--- config.mk ---
export PLATFORM = sky130hd
export DESIGN_NAME = mac_lanes
export DESIGN_NICKNAME = d
export VERILOG_FILES = /design/src/source/tpu_geom_pkg.sv /design/src/source/mac_lanes.sv
export SDC_FILE = /design/constraint.sdc
export NUM_CORES = 1
export LEC_CHECK = 0
export BUFFER_PORTS_ARGS = -buffer_cell sky130_fd_sc_hd__buf_2
export CAP_MARGIN = 20
export CORE_ASPECT_RATIO = 1.2
export CORE_MARGIN = 3
export CORE_UTILIZATION = 30
export CTS_BUF_LIST = sky130_fd_sc_hd__clkbuf_8
export DETAILED_ROUTE_END_ITERATION = 6
export PLACE_DENSITY = 0.48
export SYNTH_ARGS = -nofsm -noshare
export SYNTH_HDL_FRONTEND = slang
export SYNTH_SLANG_ARGS = --single-unit
--- constraint.sdc ---
create_clock -name clk -period 6.9 [get_ports clk]
set_clock_uncertainty 0.15 [all_clocks]
set_input_delay 0.69 -clock clk [delete_from_list [all_inputs] [get_ports clk]]
set_output_delay 0.69 -clock clk [all_outputs]
set_load 0.005 [all_outputs]
--- src/source/tpu_geom_pkg.sv ---
package tpu_geom_pkg;

  //////////////////////////////
  // lane word layout
  //////////////////////////////

  // lanes packed into one memory word
  localparam int LANES = 4;

  // signed element width of a single lane
  localparam int DATA_WIDTH = 8;

  // word address into the A and B memories
  localparam int ADDR_WIDTH = 6;

  //////////////////////////////
  // compute path
  //////////////////////////////

  // k dimension field, number of fetch steps
  localparam int K_WIDTH = 4;

  // lane accumulator, wide enough for 15 full-scale products
  localparam int ACC_WIDTH = 20;

  // arithmetic shift applied after the inverse variance multiply
  localparam int NORM_SHIFT = 4;

endpackage

--- src/source/mac_lanes.sv ---
`timescale 1ns/1ns

module mac_lanes #(
  parameter int LANES      = tpu_geom_pkg::LANES,
  parameter int DATA_WIDTH = tpu_geom_pkg::DATA_WIDTH,
  parameter int ACC_WIDTH  = tpu_geom_pkg::ACC_WIDTH
) (
  input  logic                        clk,
  input  logic                        reset,
  input  logic [LANES*DATA_WIDTH-1:0] a_word,
  input  logic [LANES*DATA_WIDTH-1:0] b_word,
  input  logic                        step_valid,
  input  logic                        step_first,
  input  logic                        step_last,
  output logic [LANES*ACC_WIDTH-1:0]  acc_word,
  output logic                        acc_valid
);

  logic signed [2*DATA_WIDTH-1:0] prod [LANES];
  logic signed [ACC_WIDTH-1:0]    acc  [LANES];

  // lane j of A times lane j of B
  always_comb begin
    for (int j = 0; j < LANES; j++) begin
      prod[j] = $signed(a_word[j*DATA_WIDTH +: DATA_WIDTH])
              * $signed(b_word[j*DATA_WIDTH +: DATA_WIDTH]);
    end
  end

  // first step restarts the sum, so no clear between runs
  always_ff @(posedge clk) begin
    if (step_valid) begin
      for (int j = 0; j < LANES; j++) begin
        if (step_first) begin
          acc[j] <= ACC_WIDTH'(prod[j]);
        end else begin
          acc[j] <= acc[j] + ACC_WIDTH'(prod[j]);
        end
      end
    end
  end

  always_ff @(posedge clk) begin
    if (reset) begin
      acc_valid <= 1'b0;
    end else begin
      acc_valid <= step_valid && step_last;
    end
  end

  always_comb begin
    for (int j = 0; j < LANES; j++) begin
      acc_word[j*ACC_WIDTH +: ACC_WIDTH] = acc[j];
    end
  end

endmodule

# Word-level counts from Yosys, hierarchy flattened
# Memory sizes are Yosys's and may differ from the RTL's.
# Cells that the tools add are included.
# word_totals
reg_bits,1
ram_bits,80
elab_cells,25
inputBits,69
mem_count,1
# mem_list
memory,words,word_bits,read_ports,rd_clocked_by_memory_dff,write_ports,line_no,text
acc,4,20,4,0,4,mac_lanes.sv:20,logic signed [ACC_WIDTH-1:0] acc [LANES];
# classes
reduce_logical,1
muxes,10
n_addsub,4
multipliers,4
bitwise,4
# op_table
operator,count
20-bit by 16-bit adder with 20-bit output,4
20-bit two-way mux,4
8-bit by 8-bit multiplier with 16-bit output,4
1-bit two-way mux,6
1-bit bitwise OR,4
1-bit logical AND,1

# Depth between registers and ports, before layout
# depth
depth_word,4
depth_mapped,26
depth_no_buf,26

# Worst setup path before layout
# No wires, ideal clock.
# synth_timing
kind,input-to-reg
from,input a_word[29]
to,memory acc[3][19] (data pin)
setup_slack_ns,0.268
arrival_time_ns,6.211
path_stages,25
required_time_ns,6.479
path_cell_list,and2_1 > fa_1 > inv_1 > fa_1 > inv_1 > fa_1 > inv_1 > fa_1 > inv_1 > ha_1 > a21oi_1 > o21bai_1 > a2111oi_0 > nor3_1 > xor2_1 > ha_1 > buf_2 > a21oi_2 > nand2b_1 > a2111oi_2 > nor3_1 > a2111oi_2 > a21oi_1 > mux2i_1 > xor2_1
# synth_rtl
item,line_no,text
from (decl),mac_lanes.sv:10,"input logic [LANES*DATA_WIDTH-1:0] a_word,"
to (decl),mac_lanes.sv:20,

==> reports/qor.yml <==
yosys:
  syn_area_mm2: 0.0169
  synth_edf_count: 80
  synth_top_area_cell: "fa_1"
  synth_top_area_share_pct: 26.6
  synthCells: 1863
  ys.warnings.count: 0
  synth_ff_type: "edfxtp_1"
  synth.area.top_cells: "fa_1, ha_1, edfxtp_1"
  synth_seq_area_share_pct: 14.4
  synth.most_common_cell: "inv_1"
  avgSynthCellArea_um2: 9.05
  synth_top_cells_by_count: "inv_1, fa_1, ha_1"
  async_reset_ff_share_pct: 0
  netlist-cell-type-count: 67
  syn-num-nets: 2360
  ys_ff_latch: 81
sta:
  slew_headroom_pct: 30.8
  period_needed_ps: 6530
  setup_viol: 0
  rsz0062_at_grt: "no"
  max_freq_mhz: 153
  hold_viol: 0
  worst_slew_pin_slew_ps: 1040
  slew_violations: 0
  worst_slack_ps: 368
  min_period_over_period_pct: 94.7
drt:
  vias_per_cell: 4.63
  remaining_drc_errors: 0
  totalWireLength_mm: 40.0
  firstDrtPassIters: 5
  post_drt_wl_per_cell_um: 14.4
  via_count: 12900
  ant_nets: 0
  drtIter0Drc: 439
clock_network:
  cts-resized-gates: 0
  path_clk_slew_ps: 100
  clkLatencyLatePin_ps: 410
  cts_tree: "yes"
  cts_buffers: 9
  cts.sinks: 81
  cts_setup_buffers: 0
  cts_hold_buf: 0
  root_buffer: "clkbuf_8"
  cts_htree_levels: 3
  clk_path_buf_depth: 2
cells_and_area:
  drive_above_1_share_pct: 12.3
  fin_nets: 2555
  finalNonFillerCells: 2784
  fin_util_pct: 34.5
  syn_to_final_growth_pct: 13.0
setup_path:
  cp_slowest_stage_delay_ps: 530
  crit_type: "primary input to flip-flop"
  cp_data_required_time_ps: 6900
  critPathBufInv: 5
  critPathLaunchType: "primary input"
  arrival_ps: 6530
  critPathSlowestCell: "fa_1"
  end_kind: "flip-flop"
  critical_path.max_fanout: 6
  path_delay_family: "adder cells"
floorplanning:
  core_area_mm2: 0.0553
  ioPinCount: 150
  die_h_um: 266
  initial_core_util_pct: 30.5
  num_rows: 94
  die_w_um: 222
  die_area_mm2: 0.0591
global_route:
  grt_max_degree: 93
  gr-total-overflow: 0
  antenna_found_initial: 1
  grt_pass1_wl_mm: 67.9
  grt_pass1_vias: 13700
  grt_usage_pct: 13.8
place:
  post-place-ws_ps: -129
  dp_cells: 2767
  hpwl_mm: 33.8
  port_buffers: 149
  place.gp.congestion: 0.832
outcome:
  outcome: "completed"
flow_run:
  maxCapViolations: 0
worst_hold_path:
  hold_class: "primary input to flip-flop"
layout by cell type, fill, tap and decap left out, types with 4 or more instances in the layout:
| master | count |
|---|---|
| xnor2_1 | 84 |
| nand2_1 | 153 |
| a31oi_1 | 11 |
| nand3_1 | 23 |
| o31ai_1 | 7 |
| o21a_1 | 13 |
| buf_2 | 148 |
| clkbuf_8 | 9 |
| nand4_1 | 4 |
| buf_4 | 58 |
| a21oi_1 | 81 |
| a31o_2 | 4 |
| o41ai_1 | 9 |
| mux2i_1 | 8 |
| nor2_1 | 70 |
| nor4_1 | 4 |
| nor2b_1 | 29 |
| fa_1 | 224 |
| a211oi_1 | 15 |
| o22ai_1 | 4 |
| a21o_1 | 37 |
| inv_1 | 357 |
| xor2_1 | 37 |
| a2111oi_0 | 4 |
| o21ai_0 | 76 |
| o21bai_1 | 15 |
| nand2b_1 | 10 |
| mux2_2 | 14 |
| and3_1 | 5 |
| and2_1 | 174 |
| edfxtp_1 | 80 |
| nor3_1 | 26 |
| ha_1 | 204 |
| or3_1 | 6 |
| a21boi_0 | 5 |
final timing paths:
| check | endpoint | startpoint | cells past startpoint | slack [ps] |
|---|---|---|---|---|
| setup / recovery | acc[3][19] | b_word[25] | 25 | 370 |
| hold / removal | acc_valid | reset | 2 | 290 |
| setup reg to reg | acc[2][12] | acc[2][0] | 10 | 3120 |
| hold reg to reg | acc[2][0] | acc[2][0] | 3 | 530 |
logic make-up (layout without fill, tap and decap cells):
group                    Yosys count  in the layout  synth area share, %
other                              0              1                    0
multiplexers                      22             22                 1.41
adder cells (fa/ha/maj)          428            428                 41.7
XOR/XNOR                         121            121                 6.28
flip-flops                        81             81                 14.4
AND/OR/NAND/NOR                  518            518                 15.7
AO/OA/AOI/OAI                    315            315                 12.1
buffers and inverters            378            578                 8.42
sequential cells by signal, summed over array words and instances (netlist names):
name and flops:
acc_valid 1, acc 80
cell type report:
| cell class | instances | area, µm² |
|---|---|---|
| Fill cell | 5809 | 36200 |
| Multi-Input combinational cell | 1404 | 13000 |
| Sequential cell | 81 | 2420 |
| Inverter | 356 | 1340 |
| Timing Repair Buffer | 206 | 1180 |
| Tap cell | 720 | 901 |
| Clock buffer | 9 | 124 |
| Clock inverter | 7 | 53.8 |
| Antenna cell | 1 | 2.50 |
per-layer routing:
layer  part of all wire (%)  global-route usage [%]  vias up
met1                     45                    17.4     6259
met3                    2.9                    1.84       24
met2                     51                    25.4      148
li1                       -                       -     6465
met4                    1.1                    2.68        0
met5                      0                       0        -
stage by stage:
stage | hold slack, ps | instance area [µm²] | setup TNS (ps)
2_1_floorplan | 508 | 16900 | 0
3_3_place_gp | 497 | 18900 | 0
3_5_place_dp | 504 | 18900 | -214
4_1_cts | 241 | 19100 | 0
5_1_grt | 261 | 19100 | 0
6_report | 293 | 19100 | 0
Power is not shown: default switching activity piles up to over one toggle a cycle in this logic, so the estimate is an artifact.
