$ cat src/source/tpu_ctrl_pkg.sv
package tpu_ctrl_pkg;

  //////////////////////////////
  // register map
  //////////////////////////////

  typedef enum logic [2:0] {
    REG_CTRL    = 3'd0,
    REG_ADDR_A  = 3'd1,
    REG_ADDR_B  = 3'd2,
    REG_ADDR_C  = 3'd3,
    REG_K_DIM   = 3'd4,
    REG_MEAN    = 3'd5,
    REG_INV_VAR = 3'd6,
    REG_STATUS  = 3'd7
  } reg_addr_e;

  // fields of REG_CTRL, start is self clearing
  localparam int CTRL_START_BIT = 0;
  localparam int CTRL_NORM_BIT  = 1;
  localparam int CTRL_RELU_BIT  = 2;

  // register data bus
  localparam int CFG_WIDTH = 16;

  //////////////////////////////
  // sequencer
  //////////////////////////////

  typedef enum logic [1:0] {
    ST_IDLE,
    ST_FETCH,
    ST_DRAIN,
    ST_WRITE
  } seq_state_e;

endpackage

$ cat src/source/tile_regs.sv
`timescale 1ns/1ns

module tile_regs #(
  parameter int DATA_WIDTH = 8,
  parameter int ADDR_WIDTH = 6,
  parameter int K_WIDTH    = 4,
  parameter int ACC_WIDTH  = 20
) (
  input  logic                           clk,
  input  logic                           reset,
  input  logic                           cfg_we,
  input  logic [2:0]                     cfg_addr,
  input  logic [tpu_ctrl_pkg::CFG_WIDTH-1:0] cfg_wdata,
  output logic [tpu_ctrl_pkg::CFG_WIDTH-1:0] cfg_rdata,
  input  logic                           busy,
  input  logic                           done,
  output logic                           start,
  output logic                           norm_en,
  output logic                           relu_en,
  output logic [ADDR_WIDTH-1:0]          addr_a,
  output logic [ADDR_WIDTH-1:0]          addr_b,
  output logic [ADDR_WIDTH-1:0]          addr_c,
  output logic [K_WIDTH-1:0]             k_dim,
  output logic [ACC_WIDTH-1:0]           mean,
  output logic [DATA_WIDTH-1:0]          inv_var
);

  import tpu_ctrl_pkg::*;

  reg_addr_e             addr_sel;
  logic                  done_flag;
  logic [CFG_WIDTH-1:0]  ctrl_view;

  assign addr_sel = reg_addr_e'(cfg_addr);

  //////////////////////////////
  // configuration writes
  //////////////////////////////

  always_ff @(posedge clk) begin
    if (reset) begin
      start     <= 1'b0;
      norm_en   <= 1'b0;
      relu_en   <= 1'b0;
      addr_a    <= '0;
      addr_b    <= '0;
      addr_c    <= '0;
      k_dim     <= '0;
      mean      <= '0;
      inv_var   <= '0;
      done_flag <= 1'b0;
    end else begin
      // a start request while running is dropped
      start <= cfg_we && addr_sel == REG_CTRL && cfg_wdata[CTRL_START_BIT] && !busy && !start;
      if (cfg_we) begin
        case (addr_sel)
          REG_CTRL: begin
            norm_en <= cfg_wdata[CTRL_NORM_BIT];
            relu_en <= cfg_wdata[CTRL_RELU_BIT];
          end
          REG_ADDR_A:  addr_a  <= cfg_wdata[ADDR_WIDTH-1:0];
          REG_ADDR_B:  addr_b  <= cfg_wdata[ADDR_WIDTH-1:0];
          REG_ADDR_C:  addr_c  <= cfg_wdata[ADDR_WIDTH-1:0];
          REG_K_DIM:   k_dim   <= cfg_wdata[K_WIDTH-1:0];
          // mean is sign extended up to accumulator width
          REG_MEAN:    mean    <= ACC_WIDTH'(signed'(cfg_wdata));
          REG_INV_VAR: inv_var <= cfg_wdata[DATA_WIDTH-1:0];
          default: ;
        endcase
      end
      // sticky done, cleared by the next start
      if (start) begin
        done_flag <= 1'b0;
      end else if (done) begin
        done_flag <= 1'b1;
      end
    end
  end

  //////////////////////////////
  // readback
  //////////////////////////////

  always_comb begin
    ctrl_view                = '0;
    ctrl_view[CTRL_NORM_BIT] = norm_en;
    ctrl_view[CTRL_RELU_BIT] = relu_en;
  end

  always_ff @(posedge clk) begin
    if (reset) begin
      cfg_rdata <= '0;
    end else begin
      case (addr_sel)
        REG_CTRL:    cfg_rdata <= ctrl_view;
        REG_ADDR_A:  cfg_rdata <= CFG_WIDTH'(addr_a);
        REG_ADDR_B:  cfg_rdata <= CFG_WIDTH'(addr_b);
        REG_ADDR_C:  cfg_rdata <= CFG_WIDTH'(addr_c);
        REG_K_DIM:   cfg_rdata <= CFG_WIDTH'(k_dim);
        REG_MEAN:    cfg_rdata <= CFG_WIDTH'(signed'(mean));
        REG_INV_VAR: cfg_rdata <= CFG_WIDTH'(inv_var);
        // bit 0 busy, bit 1 sticky done
        default:     cfg_rdata <= CFG_WIDTH'({done_flag, busy});
      endcase
    end
  end

endmodule

$ cat config.mk
export PLATFORM = sky130hd
export DESIGN_NAME = tile_regs
export DESIGN_NICKNAME = d
export VERILOG_FILES = /design/src/source/tpu_ctrl_pkg.sv /design/src/source/tile_regs.sv
export SDC_FILE = /design/constraint.sdc
export NUM_CORES = 1
export LEC_CHECK = 0
export ABC_AREA = 1
export BUFFER_PORTS_ARGS = -buffer_cell sky130_fd_sc_hd__buf_2
export CORE_UTILIZATION = 35
export CTS_BUF_LIST = sky130_fd_sc_hd__clkbuf_2
export CTS_CLUSTER_SIZE = 20
export DETAILED_ROUTE_END_ITERATION = 7
export SYNTH_ARGS = -nofsm -noshare
export SYNTH_HDL_FRONTEND = slang
export SYNTH_SLANG_ARGS = --single-unit
$ cat constraint.sdc
create_clock -name clk -period 2.5 [get_ports clk]
set_clock_uncertainty 0.1 [all_clocks]
set_input_delay 0.375 -clock clk [delete_from_list [all_inputs] [get_ports clk]]
set_output_delay 0.375 -clock clk [all_outputs]
set_load 0.05 [all_outputs]
* Word-level counts from Yosys, hierarchy flattened
Cells that the tools add are included.
** Word-level totals
- Output and inout port bits :: 69
- Register bits :: 66
** Cells by class
- Muxes and demuxes :: 1
- Reduce and logical (&&, ||, !) cells :: 15
- Eq/ne operators :: 6
** Operators with widths (count)
- $pmux W16 S7 :: 1
- $reduce_and A2 Y1 :: 7
- $eq A3 B3 Y1 const B :: 3
- $eq A3 B2 Y1 const B :: 2
- $logic_and A1 B1 Y1 :: 4
- $eq A3 B1 Y1 const B :: 1
- $logic_not A3 Y1 :: 1
- $logic_not A1 Y1 :: 2
- $reduce_or A2 Y1 :: 1

* Longest topological paths before layout
- Word-level depth :: 5
- Gate-level depth with buffers :: 8
- Gate-level depth less buffers :: 8

* Worst setup path before layout
Ideal clock, no wire load.
- Path type :: register to output
- From :: register mean[15] (netlist name)
- To :: output mean[16]
- Data arrival time :: 992 ps
- Required time :: 2025 ps
- Cell stages (with the launch flop) :: 2
- Path slack :: 1033 ps
- Cell sequence :: dfxtp_1 -> buf_4
** RTL lines
- end: declaration :: line tile_regs.sv:24 : output logic [ACC_WIDTH-1:0] mean,
No word-level cell between the ends.

* Worst setup path after layout
- From :: register mean[15] (netlist name)
- To :: output mean[17]
No word-level cell between the ends.

==> impl_results.md <==
* Hpwl dp at ~5.3 mm
* Port Buffers at 92
* Slew at the pin with the worst max-slew slack at a little under 0.5 ns
* Most numerous cell in the Yosys netlist: dfxtp_1
* Part of the cycle the worst path needs at about two thirds
* Max Cap Violations at 0
* Vias in the first global route at around 2.3k
* IR drop worst, VDD at roughly 0.00021 V
* First-pass DRT Iterations at 5
* CTS sink cnt at 66
* Layout cell share with drive strength beyond 1 at 28.29%
* Top_reg_cell synth: dfxtp_1
* Chip Width at about 90 um
* Initial DRC count at about 190
* Seq/Total Area, Yosys at 49.81%
* Final setup fails at 0
* Final setup TNS at 0 ns
* Post-CTS Resized at 0
* CP top delay family: flip-flops
* Unrepaired setup endpoints after global routing: no
* Area occupied by registers at 0.001321 mm2
* Critical Path RT at between 2 and 2.5 ns
* Pins Over Slew Limit at 0
* Die H at slightly below 90 um
* GP Congestion at about 0.8
* Cell taking the most area after synthesis: dfxtp_1
* Total grt overflow at 0
* Slowest CP cell: dfxtp_1
* Seq cells post-synth at 66
* CP Max Fanout at 7
* Crit path time final at roughly 1.7 ns
* Worst path bufs/invs at 1
* Post-synthesis cell area at ~0.0027 mm2
* Total CTS buffers at 9
* Fmax at about 580 MHz
* Cells after synthesis at between 300 and 400
* Place WS at 0.5913 ns
* Crit Path Class: flop to output port
* Nets at about 470
* CP peak stage delay at around 0.45 ns
* Clock-pin slew on the worst setup and hold paths at ~0.2 ns
* Ys Warns at 0
* Routed vias/inst at 4.772
* # IOs at 93
* Antenna violations before repair at 0
* Startpoint Class: flop
* Global-route wire length before repair at 11.63 mm
* Area delta synth->final at 27.97%
* Filler cells at 790
* CTS tree: built
* # H-tree levels at 3
* Clock Tree Buf Depth at 2
* P_leak at 1.636 nW
* Die area at between 0.007 and 0.008 mm2
* Worst-skew pair later-pin latency at 0.51 ns
* Synth async-reset ratio at 0%
* Mapped Avg Cell Area at ~7.6 um2
* Post-route DRC at 0
* Initial core utilization at a little over a third
* Clock root buffer: clkbuf_2
* Share of the synthesized area in the top cell type at about 50%
* HP Class: input pin to flop
* Library cells used by synthesis at 21
* Slew Limit Headroom at approximately two thirds
* Critical Path AT at 1.24 ns
* Worst setup EP type: output port
* Final Hold Fails at 0
* Ant diodes at 0
* Remaining antenna violation count at 0
* WL/cell at ~14 um
* Post-synth EDFFs at 0
* Commonest cells in the netlist: dfxtp_1 (66), nor2_1 (55), a21oi_1 (34)
* Core ar. at between 0.007 and 0.008 mm2
* Row count at 31
* Vias at ~2.6k
* Routed WL at around 7.4 mm
* Pwr Density at 628.5 mW/mm2
* Syn_nets at between 300 and 400
* Area of the multi-input gates at 0.001087 mm2
* Run status: completed
* Post-CTS Hold Fix Bufs at 12
* Top cells by area, synth: dfxtp_1 (50%), nor2_1 (7.8%), a21oi_1 (6.4%)
* Setup Buffers After CTS at 0
* Setup ws final at 0.7872 ns
* Largest net degree at the start of global routing at 31
* GRT Total Usage at between 10% and 20%
* CP cell instances: buf_2
-- worst paths after layout --
check                                   from          to  slack (ns)  depth (start not counted)
worst max-delay path                mean[15]    mean[17]        0.79                          1
worst min-delay path            cfg_wdata[5]  inv_var[5]        0.04                          3
worst max register to register         start       start        1.49                          2
worst min register to register      k_dim[2]    k_dim[2]        0.38                          2
-- worst reg2reg max path, stage by stage, from the launching register on --
cell     delay, ns
dfxtp_1       0.34
or2_2         0.30
nor4_1        0.21
-- per-stage QoR --
stage	hold WS, ns	cell area, um2	cells	util [%]	total power, W
global route	0.02964	3395	548	46.55	0.002235
detailed placement	0.3498	3143	520	43.10	0.001431
finish	0.03892	3395	548	46.55	0.002134
global placement	0.3456	3143	520	43.10	0.001428
floorplan	0.3465	2653	349	-	0.001347
CTS	0.007831	3395	548	46.55	0.002156
-- placed cells by master, fill, tap and decap left out, types with 3 or more instances in the layout --
cell type and n:
buf_4 5, nand4_1 13, nor3_1 8, o21ai_0 33
dlygate4sd3_1 12, buf_2 92, dfxtp_1 66, inv_2 7
nor2_1 55, nor2_2 3, clkbuf_2 10, nand2_1 30
o21ai_1 18, a21oi_1 34, nand3_1 28, inv_1 23
-- kinds of logic (layout without fill, tap and decap cells) --
group	after synthesis	count (layout)	synth area share, %
AOI/OAI and AO/OA	85	85	16.04
and+or+nand+nor	143	143	24.95
DFF	66	66	49.81
buffers and inverters	55	155	9.198
-- power breakdown --
| group | switching, W | total [W] | leakage, nW | internal, W |
|---|---|---|---|---|
| registers | 0.0000246 | 0.00111 | 0.536 | 0.00109 |
| clock network | 0.000381 | 0.000710 | 0.0793 | 0.000329 |
| logic | 0.000233 | 0.000314 | 1.02 | 0.0000809 |
-- layout make-up --
class | count | area share (%)
Clock buffer | 10 | 1.474
Clock inverter | 6 | 2.396
Inverter | 30 | 3.317
Multi-Input combinational cell | 228 | 32.03
Sequential cell | 66 | 38.92
Tap cell | 99 | 3.649
Timing Repair Buffer | 109 | 18.21
-- flip-flops by register name, summed over array words and instances, names as in the netlist --
signal	count
addr_a	6
inv_var	8
k_dim	4
mean	16
norm_en	1
cfg_rdata	16
addr_c	6
addr_b	6
relu_en	1
start	1
done_flag	1
-- layer usage --
layer	global-route usage (%)	vias up	share of wire (%)
met5	0	-	0
met4	9.957	0	1.7
met3	3.324	10	4.3
met2	30.00	72	46
met1	27.22	1181	48
li1	-	1352	-
No activity file was read; power rests on OpenSTA's default activity.
