File: src/source/tpu_geom_pkg.sv
package tpu_geom_pkg;

  //////////////////////////////
  // lane word layout
  //////////////////////////////

  // lanes packed into one memory word
  localparam int LANES = 4;

  // signed element width of a single lane
  localparam int DATA_WIDTH = 8;

  // word address into the A and B memories
  localparam int ADDR_WIDTH = 6;

  //////////////////////////////
  // compute path
  //////////////////////////////

  // k dimension field, number of fetch steps
  localparam int K_WIDTH = 4;

  // lane accumulator, wide enough for 15 full-scale products
  localparam int ACC_WIDTH = 20;

  // arithmetic shift applied after the inverse variance multiply
  localparam int NORM_SHIFT = 4;

endpackage

File: src/source/norm_act.sv
`timescale 1ns/1ns

module norm_act #(
  parameter int LANES      = tpu_geom_pkg::LANES,
  parameter int DATA_WIDTH = tpu_geom_pkg::DATA_WIDTH,
  parameter int ACC_WIDTH  = tpu_geom_pkg::ACC_WIDTH
) (
  input  logic                        clk,
  input  logic                        reset,
  input  logic [LANES*ACC_WIDTH-1:0]  acc_word,
  input  logic                        acc_valid,
  input  logic                        norm_en,
  input  logic                        relu_en,
  input  logic [ACC_WIDTH-1:0]        mean,
  input  logic [DATA_WIDTH-1:0]       inv_var,
  output logic [LANES*DATA_WIDTH-1:0] out_word,
  output logic                        out_valid
);

  import tpu_geom_pkg::*;

  // holds (acc - mean) * inv_var without overflow
  localparam int NW = ACC_WIDTH + DATA_WIDTH + 1;
  localparam logic signed [NW-1:0] SAT_HI = NW'(2**(DATA_WIDTH-1) - 1);
  localparam logic signed [NW-1:0] SAT_LO = -(SAT_HI + 1);

  logic signed [NW-1:0]         scaled [LANES];
  logic signed [NW-1:0]         normed [LANES];
  logic        [DATA_WIDTH-1:0] sat    [LANES];

  always_comb begin
    for (int j = 0; j < LANES; j++) begin
      scaled[j] = ((NW'($signed(acc_word[j*ACC_WIDTH +: ACC_WIDTH])) - NW'($signed(mean)))
                * NW'($signed(inv_var))) >>> NORM_SHIFT;
      normed[j] = norm_en ? scaled[j] : NW'($signed(acc_word[j*ACC_WIDTH +: ACC_WIDTH]));
      if (relu_en && normed[j] < 0) begin
        normed[j] = '0;
      end
      // clamp to the signed element range
      if (normed[j] > SAT_HI) begin
        sat[j] = SAT_HI[DATA_WIDTH-1:0];
      end else if (normed[j] < SAT_LO) begin
        sat[j] = SAT_LO[DATA_WIDTH-1:0];
      end else begin
        sat[j] = normed[j][DATA_WIDTH-1:0];
      end
    end
  end

  always_ff @(posedge clk) begin
    if (acc_valid) begin
      for (int j = 0; j < LANES; j++) begin
        out_word[j*DATA_WIDTH +: DATA_WIDTH] <= sat[j];
      end
    end
  end

  always_ff @(posedge clk) begin
    if (reset) begin
      out_valid <= 1'b0;
    end else begin
      out_valid <= acc_valid;
    end
  end

endmodule

File: config.mk
export PLATFORM = sky130hd
export DESIGN_NAME = norm_act
export DESIGN_NICKNAME = d
export VERILOG_FILES = /design/src/source/tpu_geom_pkg.sv /design/src/source/norm_act.sv
export SDC_FILE = /design/constraint.sdc
export NUM_CORES = 2
export LEC_CHECK = 0
export BUFFER_PORTS_ARGS = -buffer_cell sky130_fd_sc_hd__buf_2
export CORE_ASPECT_RATIO = 1.1
export CORE_MARGIN = 5
export CORE_UTILIZATION = 54
export CTS_CLUSTER_SIZE = 30
export DETAILED_ROUTE_END_ITERATION = 16
export HOLD_SLACK_MARGIN = 0.06
export PLACE_DENSITY = 0.71
export SYNTH_ARGS = -nofsm -noshare
export SYNTH_HDL_FRONTEND = slang
export SYNTH_SLANG_ARGS = --single-unit
File: constraint.sdc
create_clock -name clk -period 11.9 [get_ports clk]
set_clock_uncertainty 0.15 [all_clocks]
set_input_delay 1.19 -clock clk [delete_from_list [all_inputs] [get_ports clk]]
set_output_delay 1.19 -clock clk [all_outputs]
set_load 0.05 [all_outputs]
# Word level (Yosys, flattened, before mapping)
# Index checks and enable logic that the tools add are counted.
dict set report totals {
  mem_count 0
  mem_bits_rw 0
  rom_bits 0
  word_cells 41
  regBits 33
  latchBits 0
  output_inout_bits 33
  input_bits 113
}
dict set report classes {
  bitwise_logic 0
  muxes 12
  magnitude_cmp 12
  addsub 4
  mul 4
  div 0
  shift 0
  eq_ne 0
  n_reduce_logical 4
}
# operator n
set ops {}
lappend ops {{$mux 29} 8}
lappend ops {{$gt 29x8->1 const B} 4}
lappend ops {{$lt 29x1->1 const B} 4}
lappend ops {{$lt 29x8->1 const B} 4}
lappend ops {{$mul 21x8->29} 4}
lappend ops {{$sub 20x20->21} 4}
lappend ops {{$mux 8} 4}
lappend ops {{$logic_and 1x1->1} 4}

# Longest topological paths before layout
dict set report logic_depth {
  word_depth 8
  depth_mapped 35
}

# Worst setup path after synthesis
# OpenSTA, ideal clock, no wires.
dict set report synth_timing {
  path_type {input to register}
  from {input port acc_word[40]}
  to {register out_word[16], data pin}
  arrival_time_ns 8.292
  setup_time_ns 0.284
  cell_stages 33
  path_slack_ns 3.174
  path_buffers 1
  cell_sequence {inv_1 ha_1 fa_1 nand2b_1 a21boi_0 o21ai_0 a21oi_1 nor2_1 o21ai_0 a2bb2oi_1 a21o_1 a21oi_1 xnor2_1 and2_1 fa_1 fa_1 fa_1 inv_1 fa_1 inv_1 ha_1 clkbuf_1 a21oi_1 and2_1 nand2_1 a221o_1 a221oi_1 a21oi_1 and4b_1 nor3_1 a311oi_1 o31ai_1 o21ai_0}
}
dict set report synth_between {
  elab_chain_cells 8
  elab_cells_between_ends 9
  classes_between {1 x add/sub; 1 x mul; 3 x order compare; 3 x mux; 1 x reduce/logical}
}
# element line_no
set synth_lines {}
lappend synth_lines {{from (decl)} norm_act.sv:10} ;# input logic [LANES*ACC_WIDTH-1:0] acc_word,
lappend synth_lines {{$sub 20x20->21} norm_act.sv:33} ;# scaled[j] = ((NW'($signed(acc_word[j*ACC_WIDTH +: ACC_WIDTH])) - NW'($signed(mean)))
lappend synth_lines {{$mul 21x8->29} norm_act.sv:34} ;# * NW'($signed(inv_var))) >>> NORM_SHIFT;
lappend synth_lines {{$mux 29 (*)} norm_act.sv:35} ;# normed[j] = norm_en ? scaled[j] : NW'($signed(acc_word[j*ACC_WIDTH +: ACC_WIDTH]));
lappend synth_lines {{$lt 29x1->1} norm_act.sv:36} ;# if (relu_en && normed[j] < 0) begin
lappend synth_lines {{$logic_and 1x1->1} norm_act.sv:36}
lappend synth_lines {{$mux 29 (*)} norm_act.sv:36}
lappend synth_lines {{$lt 29x8->1} norm_act.sv:42} ;# end else if (normed[j] < SAT_LO) begin
lappend synth_lines {{$mux 8} norm_act.sv:42}
lappend synth_lines {{to (signal, indexed assignment)} norm_act.sv:53} ;# out_word[j*DATA_WIDTH +: DATA_WIDTH] <= sat[j];
lappend synth_lines {{to (decl)} norm_act.sv:16} ;# output logic [LANES*DATA_WIDTH-1:0] out_word,
# Every way passes the cells marked *; elsewhere a longest branch is shown, timed or not.
# A chain may end at the register's enable or synchronous reset.

# Worst setup path after layout
dict set report layout_timing {
  from {input port mean[1]}
  to {register out_word[5], data pin}
}
dict set report layout_between {
  elab_chain_cells 8
  elab_cells_between_ends 9
  classes_between {1 x add/sub; 1 x mul; 3 x order compare; 3 x mux; 1 x reduce/logical}
}
# element line_no
set layout_lines {}
lappend layout_lines {{from (decl)} norm_act.sv:14} ;# input logic [ACC_WIDTH-1:0] mean,
lappend layout_lines {{$sub 20x20->21 (*)} norm_act.sv:33}
lappend layout_lines {{$mul 21x8->29 (*)} norm_act.sv:34}
lappend layout_lines {{$mux 29 (*)} norm_act.sv:35}
lappend layout_lines {{$lt 29x1->1} norm_act.sv:36}
lappend layout_lines {{$logic_and 1x1->1} norm_act.sv:36}
lappend layout_lines {{$mux 29 (*)} norm_act.sv:36}
lappend layout_lines {{$lt 29x8->1} norm_act.sv:42}
lappend layout_lines {{$mux 8} norm_act.sv:42}
# Marks and branches as above.

==> results.toml <==
[die]
io_pins = 146
dieArea_mm2 = 0.06058
core_area_mm2 = 0.05507
die_x_um = 235.1
rows = 90
initial_core_util_pct = 54.67
die_y_um = 257.6

[grt]
grt_max_degree = 88
grt_overflow_total = 0
grt_pass1_wl_um = 127100
antenna_found_initial = 3
grt_pass1_vias = 23850
track_usage_pct = 25.58

[logic_synthesis]
async_reset_ff_share_pct = 0
ys.flop_type = "edfxtp_1"
synthMuxAreaShare_pct = 1.816
synth-simple-area-share_pct = 22.07
synthAdderAreaFrac_pct = 47.68
synth_xor_area_share_pct = 4.422
synth_top_family_by_area = "adder cells"
synth_cell_types = 86
synthCells = 3596
yosysWarnings = 0
synth_compound_area_share_pct = 10.04
seq_area_frac_synth_pct = 3.258
synth_seq_cells = 33
synth_nets = 4537
avgSynthCellArea_um2 = 8.372
synth_edf_count = 32
netlist_area_mm2 = 0.03011

[flow_run]
maxCapViolCount = 0

[critical_path]
end_kind = "flip-flop"
cp_max_fo = 8
cp.required_ns = 11.76
crit_slowest_cell = "o31ai_1"
start_kind = "input pin"
cpMostUsedCell = "fa_1"
crit_type = "input pin to flip-flop"
slowest_delay_ns = 1.00
critPathArrivalTime_ns = 10.14

[clock_network]
cts-htree-levels = 2
cts_tree = "yes"
ctsHoldBuffers = 0
postCtsSetupRepairBufs = 0
clock_sinks = 33
path_clk_slew_ns = 0.08
clk_path_buf_depth = 2
root_buffer = "clkbuf_16"
cts_resized = 0
cts-buffers-inserted = 5

[drt]
highest_layer = "met4"
wl_met2_um = 35590
wl_met1_um = 34540
num_vias = 24280
drcViolationCount = 0
avgRoutedWirePerCell_um = 17.62
routed_wl_um = 77430
firstDrtPassIters = 6
drtAntennaViolNets = 0
met3WireLength_um = 4755
drtIter0Drc = 1678
viasPerCell = 5.526

[sta]
fin_tns_setup_ns = 0
hold_viol = 0
rsz0062_at_grt = "false"
period_share_pct = 86.41
finalSetupViolations = 0
min_period_ns = 10.28
worst_slew_pin_slew_ns = 1.281
slew_viol_final = 0
clock.fmax_ghz = 0.09725
max-slew-margin-rel_pct = 13.85

[final_layout]
drive_gt1_share_pct = 5.607
fin_nets = 4596
layout-area-overhead-vs-synth_pct = 4.967

[place]
place_congestion = 0.9224
port_buffers = 145
dp.final_hpwl_um = 63120

[run_status]
outcome = "complete, no violations"

[worst_hold_path]
min_path_type = "input pin to flip-flop"
worstHoldPathCells = 2
[kinds of logic (layout without fill, tap and decap cells)]
logic type                 after synthesis  after routing
and+or+nand+nor                       1211           1211
buffers and inverters                  857            917
adders and majority gates              828            828
AOI/OAI and AO/OA                      462            462
xor gates and xnor gates               152            152
muxes                                   53             53
DFF                                     33             33
other                                    0              2
[per-layer routing]
metal | vias up | track usage (%)
met5 | - | 0
met3 | 103 | 2.967
met4 | 0 | 7.576
met1 | 11980 | 36.41
li1 | 11490 | -
met2 | 720 | 41.54
[registers in the layout, indices dropped and copies added (netlist names)]
signal / count
out_valid: 1
out_word: 32
[cells in the mapped netlist (17+ instances only)]
cell	number	share of area, %
o21a_1	17	0.42
o21ai_0	89	1.5
o211ai_1	18	0.45
clkbuf_1	91	1.1
nor3_1	61	1.0
inv_1	751	9.4
nand2_1	179	2.2
ha_1	296	12
xor2_1	31	0.90
fa_1	532	35
and3_1	23	0.48
xnor2_1	121	3.5
o21ai_1	18	0.30
a31oi_1	31	0.64
and2_1	469	9.7
nand2b_1	27	0.56
mux2i_1	43	1.4
a21oi_1	121	2.0
a21o_1	34	0.85
a211oi_1	18	0.45
nor2_1	200	2.5
nand3_1	48	0.80
or3_1	28	0.58
nor2b_1	87	1.8
edfxtp_1	32	3.2
[final cells by class]
cell class / count / area, um2
multi-input combinational: 2706 / 25900
fill: 5099 / 23470
inverter: 751 / 2819
sequential: 33 / 980.9
tap: 736 / 920.9
timing repair buffer: 158 / 838.3
clock buffer: 6 / 128.9
clock inverter: 2 / 10.01
antenna: 2 / 5.005
[placed cells by master, fill, tap and decap left out, drive strengths merged, types with 32 or more instances in the layout]
cell and n:
a21o 34, a21oi 123, and2 469, buf 158
edfxtp 32, fa 532, ha 296, inv 751
mux2i 43, nand2 179, nand3 48, nor2 200
nor2b 87, nor3 61, o21ai 107, xnor2 121
[worst paths after layout]
check                from     endpoint
setup / recovery  mean[1]  out_word[5]
hold / removal      reset    out_valid
[through the flow]
step	instance area (um2)	std cells	setup slack [ns]	hold slack, ns	utilization (%)
finish	31600	4394	1.617	0.8811	57.39
global route	31600	4393	1.150	0.8883	57.38
CTS	31600	4392	1.764	0.8735	57.38
detailed placement	31460	4384	1.487	1.199	57.13
global placement	31460	4384	1.607	1.196	57.13
floorplan	30110	3596	3.174	1.112	-
[worst max-delay path, delay by kind of cell]
kind,cells,cell delay (ns)
AO/OA/AOI/OAI,10,2.99
adder cells (fa/ha/maj),6,2.67
AND/OR/NAND/NOR,9,2.29
XOR/XNOR,1,0.52
buffers and inverters,4,0.46
Power is left out: the tool's default activity adds up to more than one toggle a clock period on the data nets, which glitch-free logic cannot reach.
