`config.mk`:
```
export PLATFORM = sky130hd
export DESIGN_NAME = tile_sequencer
export DESIGN_NICKNAME = d
export VERILOG_FILES = /design/src/source/tpu_ctrl_pkg.sv /design/src/source/tpu_geom_pkg.sv /design/src/source/tile_sequencer.sv
export SDC_FILE = /design/constraint.sdc
export NUM_CORES = 1
export LEC_CHECK = 0
export ABC_AREA = 1
export BUFFER_PORTS_ARGS = -buffer_cell sky130_fd_sc_hd__buf_2
export CELL_PAD_IN_SITES_DETAIL_PLACEMENT = 1
export CELL_PAD_IN_SITES_GLOBAL_PLACEMENT = 2
export CORE_UTILIZATION = 25
export DETAILED_ROUTE_END_ITERATION = 10
export PLACE_DENSITY_LB_ADDON = 0.1
export SLEW_MARGIN = 20
export SYNTH_ARGS = -nofsm -noshare
export SYNTH_HDL_FRONTEND = slang
export SYNTH_SLANG_ARGS = --single-unit
export TNS_END_PERCENT = 5
```
`constraint.sdc`:
```
create_clock -name clk -period 1.9 [get_ports clk]
set_input_delay 0.38 -clock clk [delete_from_list [all_inputs] [get_ports clk]]
set_output_delay 0.38 -clock clk [all_outputs]
set_load 0.01 [all_outputs]
```
`src/source/tpu_ctrl_pkg.sv`:
```
package tpu_ctrl_pkg;

  //////////////////////////////
  // register map
  //////////////////////////////

  typedef enum logic [2:0] {
    REG_CTRL    = 3'd0,
    REG_ADDR_A  = 3'd1,
    REG_ADDR_B  = 3'd2,
    REG_ADDR_C  = 3'd3,
    REG_K_DIM   = 3'd4,
    REG_MEAN    = 3'd5,
    REG_INV_VAR = 3'd6,
    REG_STATUS  = 3'd7
  } reg_addr_e;

  // fields of REG_CTRL, start is self clearing
  localparam int CTRL_START_BIT = 0;
  localparam int CTRL_NORM_BIT  = 1;
  localparam int CTRL_RELU_BIT  = 2;

  // register data bus
  localparam int CFG_WIDTH = 16;

  //////////////////////////////
  // sequencer
  //////////////////////////////

  typedef enum logic [1:0] {
    ST_IDLE,
    ST_FETCH,
    ST_DRAIN,
    ST_WRITE
  } seq_state_e;

endpackage

```
`src/source/tpu_geom_pkg.sv`:
```
package tpu_geom_pkg;

  //////////////////////////////
  // lane word layout
  //////////////////////////////

  // lanes packed into one memory word
  localparam int LANES = 4;

  // signed element width of a single lane
  localparam int DATA_WIDTH = 8;

  // word address into the A and B memories
  localparam int ADDR_WIDTH = 6;

  //////////////////////////////
  // compute path
  //////////////////////////////

  // k dimension field, number of fetch steps
  localparam int K_WIDTH = 4;

  // lane accumulator, wide enough for 15 full-scale products
  localparam int ACC_WIDTH = 20;

  // arithmetic shift applied after the inverse variance multiply
  localparam int NORM_SHIFT = 4;

endpackage

```
`src/source/tile_sequencer.sv`:
```
`timescale 1ns/1ns

module tile_sequencer #(
  parameter int ADDR_WIDTH = tpu_geom_pkg::ADDR_WIDTH,
  parameter int K_WIDTH    = tpu_geom_pkg::K_WIDTH
) (
  input  logic                  clk,
  input  logic                  reset,
  input  logic                  start,
  input  logic [ADDR_WIDTH-1:0] addr_a,
  input  logic [ADDR_WIDTH-1:0] addr_b,
  input  logic [K_WIDTH-1:0]    k_dim,
  input  logic                  out_valid,
  output logic [ADDR_WIDTH-1:0] rd_addr_a,
  output logic [ADDR_WIDTH-1:0] rd_addr_b,
  output logic                  step_valid,
  output logic                  step_first,
  output logic                  step_last,
  output logic                  busy,
  output logic                  done
);

  import tpu_ctrl_pkg::*;

  seq_state_e             state;
  logic [K_WIDTH-1:0]     step_cnt;
  logic [K_WIDTH-1:0]     k_last;
  logic [ADDR_WIDTH-1:0]  base_a;
  logic [ADDR_WIDTH-1:0]  base_b;
  logic                   fetching;

  assign fetching  = state == ST_FETCH;
  assign busy      = state != ST_IDLE;
  // one operand word per fetch cycle
  assign rd_addr_a = base_a + ADDR_WIDTH'(step_cnt);
  assign rd_addr_b = base_b + ADDR_WIDTH'(step_cnt);

  // operand bases and step count only change when a run is accepted
  always_ff @(posedge clk) begin
    if (state == ST_IDLE && start) begin
      base_a <= addr_a;
      base_b <= addr_b;
      // k of zero runs a single step
      k_last <= (k_dim == '0) ? '0 : k_dim - 1'b1;
    end
  end

  always_ff @(posedge clk) begin
    if (reset) begin
      state      <= ST_IDLE;
      step_cnt   <= '0;
      step_valid <= 1'b0;
      step_first <= 1'b0;
      step_last  <= 1'b0;
      done       <= 1'b0;
    end else begin
      // flags trail the addresses by the memory read latency
      step_valid <= fetching;
      step_first <= fetching && step_cnt == '0;
      step_last  <= fetching && step_cnt == k_last;
      done       <= 1'b0;
      case (state)
        ST_IDLE: begin
          step_cnt <= '0;
          if (start) begin
            state <= ST_FETCH;
          end
        end
        ST_FETCH: begin
          step_cnt <= step_cnt + 1'b1;
          if (step_cnt == k_last) begin
            state <= ST_DRAIN;
          end
        end
        // last read word is still on its way to the MAC
        ST_DRAIN: state <= ST_WRITE;
        ST_WRITE: begin
          if (out_valid) begin
            state <= ST_IDLE;
            done  <= 1'b1;
          end
        end
        default: state <= ST_IDLE;
      endcase
    end
  end

endmodule

```
# After elaboration in Yosys (flattened, before gate mapping)
# Index checks and enable logic that the tools add are counted.
# classes
n_addsub	4
n_eq_ne	7
mux	6
bitwise_logic	1
n_reduce_logical	10
# op_table
cell	count
adder 6 x 4 -> 6 bit	2
logical NOT 4 bit	2
case mux 2 bit (4 select lines)	1
case mux 4 bit (2 select lines)	1
2-to-1 mux 2 bit	3
adder 4 x 1 -> 4 bit, second input constant	1
equality test 2 bit, second input constant	2
equality test 4 bit	1
!= test 2 bit, second input constant	2
nonzero test 2 bit	2
subtractor 4 x 1 -> 4 bit, second input constant	1
logical AND 1 bit	3
AND reduction 3 bit	1
equality test 2 x 1 -> 1 bit, second input constant	1
logical NOT 2 bit	1
!= test 2 x 1 -> 1 bit, second input constant	1
OR reduction 2 bit	1
2-to-1 mux 1 bit	1
inverter 1 bit	1
# word_totals
ff_bits	26
in_bits	20
out_inout_bits	17
word_cells	37

# Longest topological paths before layout
# logic_depth
depth_word	3
ltp_mapped	9

# Worst setup path after synthesis
# No wires, ideal clock.
# synth_timing
kind	register to output
from	register step_cnt[0]
to	output rd_addr_b[4]
arrival_time_ns	1.474
required_time_ns	1.520
slack_ns	0.046
stages_incl_launch_ff	7
cell_sequence	dfxtp_1 ha_1 inv_1 fa_1 o21ai_0 a21oi_1 xor2_1
# synth_between
elab_chain_cells	1
# synth_rtl
element	line	rtl
start, declared	tile_sequencer.sv:26	logic [K_WIDTH-1:0] step_cnt;
start signal, assigned	tile_sequencer.sv:70	step_cnt <= step_cnt + 1'b1;
adder 6 x 4 -> 6 bit	tile_sequencer.sv:36	assign rd_addr_b = base_b + ADDR_WIDTH'(step_cnt);
end, declared	tile_sequencer.sv:15	output logic [ADDR_WIDTH-1:0] rd_addr_b,
# No other way between the ends.

# Worst setup path after layout
# layout_timing
from	register step_cnt[1]
to	output rd_addr_b[4]
# Same word-level chain as after synthesis.

==> metrics.md <==
| Metric | Value |
|---|---|
| Layout cell share with drive strength beyond 1 | 0.421 |
| Clk buf depth | 2 |
| VDD IR max | 0.000399 V |
| DIE HEIGHT | 78.3 um |
| Hold_sp | addr_b[4] |
| Seq cells post-synth | 26 |
| Storage cell area | 689 um2 |
| Area Growth Syn to Fin | 37.7% |
| TNS Setup | -0.662 ns |
| Combinational family with the most area after synthesis | adder cells |
| Arrival @ worst endpoint | 1.66 ns |
| RSZ-0062 raised after global routing | true |
| Clock skew | 0.00187 ns |
| Place WS | -0.00550 ns |
| Worst hold stages | 1 |
| Number of primary I/O pins | 37 |
| Total power per unit cell area | 1050 nW/um2 |
| Clock network power share | 0.155 |
| Drt drc | 0 |
| Port Buf Inserts | 36 |
| Design Area, Final | 2010 um2 |
| Die W | 78.3 um |
| Final hold violations | 0 |
| Area of the core | 5570 um2 |
| Hold WC Path Type | primary input to flop |
| ANT cells | 0 |
| Avg Cell Area, Syn | 9.28 um2 |
| Seq/Total Area, Yosys | 0.467 |
| Complex-gate fraction of the synthesized area | 0.0765 |
| Hold-fix buffers, CTS | 0 |
| Internal | 0.00131 W |
| Antenna violations before repair | 0 |
| Drt pass-1 iters | 2 |
| Max-cap violations | 0 |
| Via density | 4.20 |
| Hold worst-path end | base_b[4] |
| H-tree levels | 1 |
| CP Class | flop to output port |
| DR WL/cell | 12.0 um |
| Hpwl dp | 2680 um |
| Gpl congestion | 0.756 |
| Slew @ Worst Pin | 0.230 ns |
| Max-slew violation count | 0 |
| Number of distinct library cells after synthesis | 23 |
| Minimum clock period | 2.04 ns |
| Placed insts | 272 |
| Crit path max fanout | 3 |
| Startpoint Class | flop |
| Worst Slack Setup Final | -0.140 ns |
| YS warnings | 0 |
| Final wirelength | 3360 um |
| Synth Area in XOR/XNOR | 0.0361 |
| Simple-gate portion of the synthesized area | 0.167 |
| Insertion delay to the later sink of the worst-skew pair | 0.28 ns |
| Worst R2R Setup Slack | 0.57 ns |
| DRT antenna net count | 0 |
| Final nets | 249 |
| Reg2Reg Capture Point | base_b[3] |
| Total GRT Usage | 0.121 |
| Multi-input gate area | 787 um2 |
| Leak pwr | 0.939 nW |
| Reg-to-Reg Start | state[0] |
| Cell Area, Placed | 1780 um2 |
| Max Fclk | 490 MHz |
| Syn nets | 196 |
| Worst r2r path cells | 5 |
| Adder-cell area share of the yosys netlist | 0.174 |
| Num rows | 27 |
| CTS sink cnt | 26 |
| CP Capture Type | output port |
| Drt first-iter violations | 32 |
| CTS Buf Count | 3 |
| Reg clk slew, reported paths | 0.09 ns |
| Initial Util | 0.261 |
| First-pass GRT wire length | 5580 um |
| Total number of vias | 1180 |
| Root Buffer | clkbuf_8 |
| Fin cells | 281 |
| Synth Cell Area | 1460 um2 |
| Switch Pwr | 0.000791 W |
| Worst endpoint required time | 1.52 ns |
| Mapped Cells | 157 |
| Combinational share of power | 0.448 |
| Largest net degree at the start of global routing | 15 |
| Total gr overflow | 0 |
| Status | complete, but fails checks |
| Slew margin rel. | 0.846 |
| Mux contribution to synthesized area | 0 |
| Full die area | 6130 um2 |
| Layout fillers | 676 |
| Switch share | 0.377 |
| Failing checks | negative setup slack |
| # setup viols final | 9 |
| CTS tree | yes |
| Final critical-path share of the clock period | 1.07 |
| Vias in the first global route | 1233 |
| Sequential power share | 0.397 |
## cell usage after synthesis, drive strengths merged
master,instances,area (um2)
a21oi,10,50.1
dfxtp,10,200
a211oi,1,7.51
nor3,1,5.00
o31ai,1,7.51
o22ai,1,6.26
nor2,16,65.1
edfxtp,16,480
inv,31,116
nand2,28,120
xnor2,1,8.76
nand4,1,6.26
nand3,8,40.0
o21ai,6,30.0
xor2,5,43.8
or2,1,6.26
a32o,1,10.0
ha,17,213
fa,2,40.0
## layer usage
metal  share of wire  wire length (um)  global-route usage
met5               0                 0                   0
met4           0.020                68              0.0611
met3           0.037               123              0.0233
met2            0.49              1640               0.205
met1            0.46              1530               0.144
## power by group through the flow
stage / clock (W) / sequential (W) / combinational (W)
2_1_floorplan: 0 / 0.000822 / 0.000529
3_3_place_gp: 0 / 0.000820 / 0.000830
3_5_place_dp: 0 / 0.000822 / 0.000846
4_1_cts: 0.000350 / 0.000816 / 0.000897
5_1_grt: 0.000366 / 0.000850 / 0.00106
6_report: 0.000326 / 0.000834 / 0.000940
## timing repair
action,in CTS,in global routing
resized for setup,14,19
endpoints found under the setup margin,9,10
buffers inserted,2,3
pin swaps,2,4
## final cells by class
class                           instances  area share
Sequential cell                        26       0.344
Multi-Input combinational cell        100       0.392
Timing Repair Buffer                   48       0.138
Tap cell                               72      0.0449
Inverter                               31      0.0580
Clock buffer                            3      0.0206
Clock inverter                          1     0.00187
## logic make-up (layout without fill, tap and decap cells)
logic type | after synthesis | count (layout)
AND/OR/NAND/NOR | 55 | 55
buffers and inverters | 31 | 83
flip-flops | 26 | 26
AO/OA/AOI/OAI | 20 | 20
adder cells (fa/ha/maj) | 19 | 19
XOR/XNOR | 6 | 6
## critical path: stages (launching register included)
cell and delay (ns):
dfxtp_4 0.38, buf_6 0.10, inv_2 0.05, fa_2 0.40, o21ai_2 0.13, a21oi_2 0.06
xor2_1 0.13, buf_2 0.14
## state kept, by name, indices dropped and copies added, names as in the netlist
| signal | cells |
|---|---|
| base_a | 6 |
| step_valid | 1 |
| step_first | 1 |
| state | 2 |
| base_b | 6 |
| k_last | 4 |
| step_last | 1 |
| step_cnt | 4 |
| done | 1 |
## layout by cell type (no fill, tap or decap), types with 2 or more instances in the layout
cell	synthesis	layout
nor2_1	14	14
buf_4	0	10
o21ai_0	6	3
nor2_2	2	2
ha_4	0	5
xor2_1	5	5
buf_2	0	36
nand2_2	3	5
o21ai_2	0	2
clkbuf_8	0	3
dfxtp_4	0	2
inv_1	25	24
dfxtp_1	10	7
inv_2	6	7
nand3_2	0	3
ha_1	17	11
edfxtp_1	16	16
a21oi_1	10	6
fa_2	0	2
nand2_1	24	22
a21oi_2	0	3
buf_6	0	2
nand3_1	8	5
## per-stage QoR
step,power (W),utilization,hold WS [ns]
global route,0.00228,0.360,0.257
finish,0.00210,0.360,0.273
floorplan,0.00135,-,0.452
global placement,0.00165,0.319,0.543
detailed placement,0.00167,0.319,0.535
CTS,0.00206,0.341,0.259
## how the worst max path moves through the flow
stage	cells after the start	slack [ns]	startpoint	endpoint
after floorplan	6	0.05	step_cnt[0]	rd_addr_b[4]
after global placement	7	0.03	step_cnt[0]	rd_addr_b[4]
after detailed placement	7	-0.006	step_cnt[0]	rd_addr_b[4]
after CTS	7	-0.16	step_cnt[0]	rd_addr_b[4]
after global routing	7	-0.23	step_cnt[1]	rd_addr_b[4]
final	7	-0.14	step_cnt[1]	rd_addr_b[4]
Note: power is estimated with default switching activity, not from simulation.
